[config.mk]
export PLATFORM = sky130hd
export DESIGN_NAME = ice_mbus_bridge
export DESIGN_NICKNAME = d
export VERILOG_FILES = /design/src/common/host_frame_pkg.sv /design/src/common/mbus_types_pkg.sv /design/src/design/ice_mbus_bridge.sv /design/src/rx_framer/rx_sequencer.sv /design/src/rx_framer/rx_word_shifter.sv /design/src/design/short_addr_register.sv /design/src/design/mbus_clock_divider.sv
export VERILOG_INCLUDE_DIRS = /design/src /design/src/common
export SDC_FILE = /design/constraint.sdc
export NUM_CORES = 1
export LEC_CHECK = 0
export BUFFER_PORTS_ARGS = -buffer_cell sky130_fd_sc_hd__clkbuf_2
export CORE_MARGIN = 1
export CORE_UTILIZATION = 55
export DETAILED_ROUTE_END_ITERATION = 10
export PLACE_DENSITY = 0.81
export SLEW_MARGIN = 20
export SYNTH_ARGS = -nofsm -noshare
export SYNTH_HDL_FRONTEND = slang
export SYNTH_HIERARCHICAL = 1
export SYNTH_SLANG_ARGS = --single-unit
[constraint.sdc]
create_clock -name clk -period 4.16 [get_ports clk]
set_input_delay 1.04 -clock clk [delete_from_list [all_inputs] [get_ports clk]]
set_output_delay 1.04 -clock clk [all_outputs]
set_load 0.01 [all_outputs]
[src/common/ice_params.svh]
`ifndef ICE_PARAMS_SVH
`define ICE_PARAMS_SVH

// first byte of every host frame
`define ICE_FLAG_BYTE 8'h62

// mbus clock divisor width
`define ICE_CLK_DIV_W 22

// short address width and its "unassigned" code
`define ICE_SHORT_ADDR_W 4
`define ICE_SHORT_ADDR_NONE 4'hf

// controller word width, used for both address and data
`define ICE_MBUS_WORD_W 32

// full long address of a node
`define ICE_LONG_ADDR_W 20

`endif
[src/common/host_frame_pkg.sv]
`default_nettype none

package host_frame_pkg;

    // one byte of the host stream
    typedef logic [7:0] host_byte_t;

    // host side of the bridge, no back-pressure
    typedef struct packed {
        // high from flag byte through status byte
        logic       frame_valid;
        // single-cycle strobe per byte
        logic       byte_valid;
        host_byte_t data;
    } host_out_t;

    // receive framer states
    typedef enum logic [2:0] {
        // wait for a synchronized req or fail
        st_idle,
        // 0x62 flag byte
        st_flag,
        // time-tag byte from the global counter
        st_tag,
        // ack the word, load the shifter, merge status
        st_capture,
        // one byte per cycle out of the shifter
        st_shift,
        // wait for the next pended word
        st_check,
        // closing status byte
        st_status,
        // failed reception without req, ack only
        st_fail_ack
    } rx_state_t;

endpackage

`default_nettype wire

[src/common/mbus_types_pkg.sv]
`default_nettype none

`include "ice_params.svh"

package mbus_types_pkg;

    // one address or data word from the controller
    typedef logic [`ICE_MBUS_WORD_W-1:0] mbus_word_t;

    // short address as held for the controller
    typedef logic [`ICE_SHORT_ADDR_W-1:0] short_addr_t;

    // system clock to mbus clock divisor
    typedef logic [`ICE_CLK_DIV_W-1:0] clk_div_t;

    // control bits exported by the controller with each word
    typedef logic [1:0] ctrl_bits_t;

    // receive side of the controller, valid while req is high
    typedef struct packed {
        logic       req;
        logic       pend;
        logic       fail;
        logic       broadcast;
        ctrl_bits_t control_bits;
        mbus_word_t addr;
        mbus_word_t data;
    } mbus_rx_t;

    // closing status byte of a frame, top nibble always zero
    typedef struct packed {
        logic [3:0] zero;
        logic       fail;
        logic       broadcast;
        ctrl_bits_t control_bits;
    } mbus_status_t;

endpackage

`default_nettype wire

[src/design/ice_mbus_bridge.sv]
`timescale 1ns/1ps
`default_nettype none

module ice_mbus_bridge
    import mbus_types_pkg::*;
    import host_frame_pkg::*;
(
    input  wire              clk,
    input  wire              reset,
    input  wire mbus_rx_t    mbus_rx,
    input  wire host_byte_t  global_counter,
    input  wire clk_div_t    mbus_clk_div,
    input  wire short_addr_t mbus_short_addr_override,
    input  wire short_addr_t assigned_addr_out,
    input  wire              assigned_addr_write,
    input  wire              assigned_addr_invalid_n,
    output logic             rx_ack,
    output host_out_t        host_out,
    output logic             global_counter_inc,
    output logic             mbus_clk,
    output short_addr_t      assigned_addr,
    output logic             assigned_addr_valid
);

    // framer to shifter
    logic       load_first;
    logic       load_next;
    logic       shift;
    host_byte_t shift_byte;
    logic       shift_empty;

    mbus_clock_divider u_clk_div (
        .clk      (clk),
        .reset    (reset),
        .clk_div  (mbus_clk_div),
        .mbus_clk (mbus_clk)
    );

    // short address seen by the controller
    short_addr_register u_short_addr (
        .clk        (clk),
        .reset      (reset),
        .override   (mbus_short_addr_override),
        .addr_in    (assigned_addr_out),
        .write      (assigned_addr_write),
        .invalid_n  (assigned_addr_invalid_n),
        .addr       (assigned_addr),
        .addr_valid (assigned_addr_valid)
    );

    rx_sequencer u_rx_seq (
        .clk                (clk),
        .reset              (reset),
        .mbus_rx            (mbus_rx),
        .global_counter     (global_counter),
        .shift_byte         (shift_byte),
        .shift_empty        (shift_empty),
        .rx_ack             (rx_ack),
        .load_first         (load_first),
        .load_next          (load_next),
        .shift              (shift),
        .host_out           (host_out),
        .global_counter_inc (global_counter_inc)
    );

    // payload is held by the controller until rx_ack, sampled directly
    rx_word_shifter u_rx_shift (
        .clk         (clk),
        .reset       (reset),
        .addr        (mbus_rx.addr),
        .data        (mbus_rx.data),
        .load_first  (load_first),
        .load_next   (load_next),
        .shift       (shift),
        .shift_byte  (shift_byte),
        .shift_empty (shift_empty)
    );

endmodule

`default_nettype wire

[src/rx_framer/rx_sequencer.sv]
`timescale 1ns/1ps
`default_nettype none

`include "ice_params.svh"

module rx_sequencer
    import mbus_types_pkg::*;
    import host_frame_pkg::*;
(
    input  wire             clk,
    input  wire             reset,
    input  wire mbus_rx_t   mbus_rx,
    input  wire host_byte_t global_counter,
    input  wire host_byte_t shift_byte,
    input  wire             shift_empty,
    output logic            rx_ack,
    output logic            load_first,
    output logic            load_next,
    output logic            shift,
    output host_out_t       host_out,
    output logic            global_counter_inc
);

    // two-flop synchronizers for the controller lines
    logic [1:0] req_sync;
    logic [1:0] fail_sync;
    logic       req_s;
    logic       fail_s;

    // req seen low since the last ack, blocks a stale req
    logic req_low_seen;
    // next capture takes address and data
    logic first_word;
    // current word says another one follows
    logic cur_pend;
    logic ack_q;
    logic gc_inc_q;

    mbus_status_t status_q;
    mbus_status_t word_status;
    rx_state_t    state;
    rx_state_t    next_state;

    assign req_s  = req_sync[1];
    assign fail_s = fail_sync[1];

    assign rx_ack             = ack_q;
    assign global_counter_inc = gc_inc_q;

    // status fields of the word on the bus
    always_comb begin
        word_status              = '0;
        word_status.fail         = mbus_rx.fail;
        word_status.broadcast    = mbus_rx.broadcast;
        word_status.control_bits = mbus_rx.control_bits;
    end

    always_comb begin
        next_state = state;
        case (state)
            st_idle: begin
                // req wins over a fail on the same cycle
                if (req_s && req_low_seen) begin
                    next_state = st_flag;
                end else if (fail_s) begin
                    next_state = st_fail_ack;
                end
            end
            st_flag:    next_state = st_tag;
            st_tag:     next_state = st_capture;
            st_capture: next_state = st_shift;
            st_shift: begin
                if (shift_empty) begin
                    next_state = cur_pend ? st_check : st_status;
                end
            end
            st_check: begin
                // no timeout, controller owns the pace
                if (req_s && req_low_seen) begin
                    next_state = st_capture;
                end
            end
            st_status: next_state = st_idle;
            st_fail_ack: begin
                // hold until fail drops so it is acked only once
                if (!fail_s) begin
                    next_state = st_idle;
                end
            end
            default: next_state = st_idle;
        endcase
    end

    always_ff @(posedge clk) begin
        if (reset) begin
            state        <= st_idle;
            req_sync     <= '0;
            fail_sync    <= '0;
            req_low_seen <= 1'b0;
            first_word   <= 1'b1;
            cur_pend     <= 1'b0;
            status_q     <= '0;
            ack_q        <= 1'b0;
            gc_inc_q     <= 1'b0;
        end else begin
            state     <= next_state;
            req_sync  <= {req_sync[0], mbus_rx.req};
            fail_sync <= {fail_sync[0], mbus_rx.fail};

            // ack lands in the capture cycle, or once on entry to fail_ack
            ack_q <= (next_state == st_capture) ||
                     (state == st_idle && next_state == st_fail_ack);

            // counter bump right after the tag went out
            gc_inc_q <= (state == st_tag);

            if (state == st_capture) begin
                req_low_seen <= 1'b0;
            end else if (!req_s) begin
                req_low_seen <= 1'b1;
            end

            if (state == st_idle) begin
                status_q   <= '0;
                first_word <= 1'b1;
            end else if (state == st_capture) begin
                // status is the OR over every word of the message
                status_q   <= status_q | word_status;
                first_word <= 1'b0;
                // a failed word ends the message even if pended
                cur_pend   <= mbus_rx.pend & ~mbus_rx.fail;
            end
        end
    end

    // byte source and shifter control per state
    always_comb begin
        host_out   = '0;
        load_first = 1'b0;
        load_next  = 1'b0;
        shift      = 1'b0;
        case (state)
            st_flag: begin
                host_out.frame_valid = 1'b1;
                host_out.byte_valid  = 1'b1;
                host_out.data        = `ICE_FLAG_BYTE;
            end
            st_tag: begin
                host_out.frame_valid = 1'b1;
                host_out.byte_valid  = 1'b1;
                host_out.data        = global_counter;
            end
            st_capture: begin
                host_out.frame_valid = 1'b1;
                load_first           = first_word;
                load_next            = !first_word;
            end
            st_shift: begin
                host_out.frame_valid = 1'b1;
                if (!shift_empty) begin
                    host_out.byte_valid = 1'b1;
                    host_out.data       = shift_byte;
                    shift               = 1'b1;
                end
            end
            st_check: begin
                host_out.frame_valid = 1'b1;
            end
            st_status: begin
                host_out.frame_valid = 1'b1;
                host_out.byte_valid  = 1'b1;
                host_out.data        = host_byte_t'(status_q);
            end
            default: begin
                host_out = '0;
            end
        endcase
    end

endmodule

`default_nettype wire

[src/rx_framer/rx_word_shifter.sv]
`timescale 1ns/1ps
`default_nettype none

`include "ice_params.svh"

module rx_word_shifter
    import mbus_types_pkg::*;
    import host_frame_pkg::*;
(
    input  wire             clk,
    input  wire             reset,
    input  wire mbus_word_t addr,
    input  wire mbus_word_t data,
    input  wire             load_first,
    input  wire             load_next,
    input  wire             shift,
    output host_byte_t      shift_byte,
    output logic            shift_empty
);

    localparam int unsigned WORD_BYTES = `ICE_MBUS_WORD_W / 8;
    localparam int unsigned SR_W       = 2 * `ICE_MBUS_WORD_W;
    // holds 0 to 2*WORD_BYTES
    localparam int unsigned CNT_W      = $clog2(2 * WORD_BYTES + 1);

    // address and data, msb first
    logic [SR_W-1:0]  sr;
    logic [CNT_W-1:0] byte_cnt;

    // payload register
    always_ff @(posedge clk) begin
        if (load_first) begin
            sr <= {addr, data};
        end else if (load_next) begin
            // later words carry data only, left aligned
            sr <= {data, {`ICE_MBUS_WORD_W{1'b0}}};
        end else if (shift) begin
            sr <= {sr[SR_W-9:0], 8'h00};
        end
    end

    // bytes still to go out
    always_ff @(posedge clk) begin
        if (reset) begin
            byte_cnt <= '0;
        end else if (load_first) begin
            byte_cnt <= CNT_W'(2 * WORD_BYTES);
        end else if (load_next) begin
            byte_cnt <= CNT_W'(WORD_BYTES);
        end else if (shift && byte_cnt != '0) begin
            byte_cnt <= byte_cnt - 1'b1;
        end
    end

    assign shift_byte  = sr[SR_W-1 -: 8];
    assign shift_empty = (byte_cnt == '0);

endmodule

`default_nettype wire

[src/design/short_addr_register.sv]
`timescale 1ns/1ps
`default_nettype none

`include "ice_params.svh"

module short_addr_register
    import mbus_types_pkg::*;
(
    input  wire              clk,
    input  wire              reset,
    input  wire short_addr_t override,
    input  wire short_addr_t addr_in,
    input  wire              write,
    input  wire              invalid_n,
    output short_addr_t      addr,
    output logic             addr_valid
);

    // address assigned over the bus by the controller
    short_addr_t held_addr;
    logic        held_valid;

    // write wins over invalidate in the same cycle
    always_ff @(posedge clk) begin
        if (reset) begin
            held_addr  <= `ICE_SHORT_ADDR_NONE;
            held_valid <= 1'b0;
        end else if (write) begin
            held_addr  <= addr_in;
            held_valid <= 1'b1;
        end else if (!invalid_n) begin
            held_addr  <= `ICE_SHORT_ADDR_NONE;
            held_valid <= 1'b0;
        end
    end

    // host override takes precedence, anything but 0xf counts
    always_comb begin
        if (override != `ICE_SHORT_ADDR_NONE) begin
            addr       = override;
            addr_valid = 1'b1;
        end else begin
            addr       = held_addr;
            addr_valid = held_valid;
        end
    end

endmodule

`default_nettype wire

[src/design/mbus_clock_divider.sv]
`timescale 1ns/1ps
`default_nettype none

module mbus_clock_divider
    import mbus_types_pkg::*;
(
    input  wire           clk,
    input  wire           reset,
    input  wire clk_div_t clk_div,
    output logic          mbus_clk
);

    // counts clk cycles within one half period
    clk_div_t half_cnt;

    // toggle every clk_div+1 cycles, full period 2*(clk_div+1)
    always_ff @(posedge clk) begin
        if (reset) begin
            half_cnt <= '0;
            mbus_clk <= 1'b0;
        end else begin
            // >= so a divisor lowered at run time below the count
            // still ends the half period instead of wrapping
            if (half_cnt >= clk_div) begin
                half_cnt <= '0;
                mbus_clk <= ~mbus_clk;
            end else begin
                half_cnt <= half_cnt + 1'b1;
            end
        end
    end

endmodule

`default_nettype wire

==> summary.txt <==
Routing
  • Drt total wl: 12100 um
  • DRC: 0
  • Routed length per instance: 14.76 um
  • Remaining antenna violation count: 0
  • First-pass DRT Iterations: 5
  • DRT iter0 DRCs: 325
  • Vias: 4557
  • Via density: 5.557

Worst setup path
  • CP required: 3120 ps
  • Setup crit start kind: flop
  • Critical Path AT: 2380 ps
  • Crit Reg-Reg Endpoint: u_rx_shift/sr[3]
  • CP Class: flop to output pin
  • Crit. End Element: output pin
  • Reg2reg start: u_rx_seq/state[2]
  • Crit-path max FO: 16
  • Setup slack, reg-to-reg: 1330 ps
  • Reg2reg path depth: 6

Worst hold path
  • Min-Delay Endpoint: u_rx_seq/fail_sync[1]
  • HP Start: u_rx_seq/fail_sync[0]
  • Class of the tightest hold or removal check: flop to flop
  • Min-Delay Path Depth: 1

Timing
  • Timing-limited maximum frequency: 292.1 MHz
  • Headroom to the max-slew limit: 45.77%
  • Slew @ Worst Pin: 813.5 ps
  • Endpoints failing hold: 0
  • Slew Viols, Final: 0
  • Clock skew: 15.07 ps
  • Tmin final: 3424 ps
  • RSZ-0062 raised after global routing: false
  • Final setup viols: 0
  • Setup TNS: 0 ps
  • Final worst-path cycle share: 82.30%

Power and ir drop
  • Sequential power share: 52.2%
  • PD cells: 383.3 mW/mm2
  • Sw frac: 31.80%
  • Clock power share: 23.3%
  • Peak supply drop: 209.4 uV
  • Internal Power: 1.761 mW
  • Psw: 0.8211 mW
  • Combinational fraction of design power: 24.5%
  • Leakage: 2.729 nW

Yosys
  • Syn_nets: 706
  • Post-synthesis cell count: 567
  • Post-synth EDFFs: 64
  • Yosys cell types: 68
  • Average size of a mapped cell: 10.36 um2
  • Ys flop type: edfxtp_1
  • Async S/R FF share, synth: 0%
  • Mapped cell area: 0.005873 mm2
  • Syn. warnings: 6
  • Sequential fraction of the synthesis area: 49.08%
  • #FFs+latches synth: 112

Clocking
  • CTS tree: done
  • Post-CTS resize count: 0
  • Post-CTS Repair Setup Buffers: 0
  • Skew-Pair Late Insertion Delay: 370 ps
  • Total CTS buffers: 9
  • Clk slew on worst S/H paths: 100 ps
  • Clock Tree Root: clkbuf_8
  • Level count of the clock H-tree: 3
  • Hold buffer count at cts: 0
  • Deepest clock path buffer count: 2
  • Clock sink total: 112

Die
  • Core area: 0.01032 mm2
  • I/O pins: 130
  • Die Wd: 105.3 um
  • Die H: 105.3 um
  • Die area: 0.01110 mm2
  • Site Rows: 37
  • Starting Density: 56.89%

Place
  • DP Wirelength: 8734 um
  • I/O Buffers: 129
  • Final GP Congestion: 0.8880

Global routing
  • Vias in the first global route: 4444
  • First-pass GRT wire length: 20200 um
  • Total gr overflow: 0
  • Initial antenna violation count: 0
  • Gr usage total: 22.93%
  • Largest net degree at the start of global routing: 100

Finish
  • Synth-to-layout area growth: 14.70%
  • N_diodes: 0
  • FF/Latch Area: 0.002883 mm2
  • Finished Core Util: 65.25%
  • Share of cells above drive strength 1: 26.02%
  • FILL cells: 816
  • Final nets: 818
  • Multi-input combinational cell area: 0.002663 mm2

Flow run
  • Max-cap viol count: 0

Run status
  • Status: complete, no violations
[flip-flops by register name (all words and copies together) (netlist names), 2 cells and up]
register,flops
u_rx_seq/state,3
u_rx_seq/req_sync,2
u_rx_shift/byte_cnt,4
u_rx_shift/sr,64
u_rx_seq/status_q,4
u_clk_div/half_cnt,22
u_short_addr/held_addr,4
u_rx_seq/fail_sync,2
[kinds of logic (layout without fill, tap and decap cells)]
logic type                 Yosys count  in the layout  synth area share, %
AOI/OAI and AO/OA                  131            131                14.98
DFF                                112            112                49.08
xor gates and xnor gates            20             20                2.983
muxes                               37             37                6.327
and+or+nand+nor                    169            169                14.89
buffers and inverters               71            188                5.986
adders and majority gates           27             27                5.752
[area by class of cell]
cell class / count / area share [%]
clock buffers: 10 / 1.894
clock inverters: 6 / 0.8172
inverters: 38 / 2.117
multi-input cells: 384 / 39.52
flip-flops and latches: 112 / 42.79
well taps: 136 / 2.526
repair buffers: 134 / 10.33
[how the worst max path moves through the flow]
stage | startpoint | end | slack [ps] | depth (start not counted)
6_report | u_rx_seq/state[2] | host_out[1] | 740 | 5
5_1_grt | u_rx_seq/state[2] | host_out[1] | 540 | 5
4_1_cts | u_rx_seq/state[2] | host_out[1] | 770 | 5
3_5_place_dp | mbus_clk_div[19] | u_clk_div/half_cnt[11] | 1210 | 9
3_3_place_gp | u_rx_seq/state[2] | host_out[1] | 1320 | 5
2_1_floorplan | u_rx_shift/byte_cnt[0] | u_rx_shift/sr[0] | 410 | 7
[metrics by stage]
stage | hold WS (ps) | instance area (um2) | power, mW | setup slack, ps | std cells
after floorplan | 413.8 | 5873 | 1.812 | 405.5 | 567
final | 453.2 | 6736 | 2.582 | 736.2 | 820
after CTS | 459.9 | 6736 | 2.599 | 772.7 | 820
after detailed placement | 434.1 | 6554 | 2.000 | 1207 | 804
after global routing | 465.3 | 6736 | 2.730 | 537.0 | 820
after global placement | 419.2 | 6554 | 1.977 | 1323 | 804
[cells in the mapped netlist, drive strengths merged, types with 9 or more instances]
cell type	count	area, um2
nand2b	9	63.81
inv	38	142.6
xor2	12	105.1
a22o	26	229.0
nand3	11	72.57
clkbuf	11	62.56
a21oi	25	125.1
ha	27	337.8
edfxtp	64	1922
o21ai	47	235.2
nor2	50	205.2
nand2	53	201.5
dfxtp	48	960.9
mux2i	36	360.4
buf	22	146.4
[worst max-delay path: stages, from the launching register on]
cell	delay [ps]
dfxtp_1	730
inv_1	270
nor4_2	620
nand2_1	120
o211ai_1	120
clkbuf_2	160
[power by group through the flow]
stage	logic [mW]	registers [mW]	clock network (mW)
after floorplan	0.481	1.33	0
after global placement	0.610	1.37	0
after detailed placement	0.629	1.37	0
after CTS	0.632	1.35	0.623
after global routing	0.700	1.36	0.673
final	0.632	1.35	0.603
[placed cells by master, fill, tap and decap left out, drive strengths merged, types with 25 or more instances in the layout]
cell	instances
ha	27
dfxtp	48
nand2	53
a22o	26
edfxtp	64
o21ai	47
clkbuf	139
nor2	50
a21oi	25
mux2i	36
inv	40
[metal layers]
layer	wire length [um]	part of all wire [%]	vias to the layer above	track usage [%]
met3	635	5.2	17	2.845
met2	5908	49	144	38.39
li1	-	-	2253	-
met5	0	0	-	0
met1	5335	44	2143	30.18
met4	221	1.8	0	9.256
No activity file was read; power rests on OpenSTA's default activity.
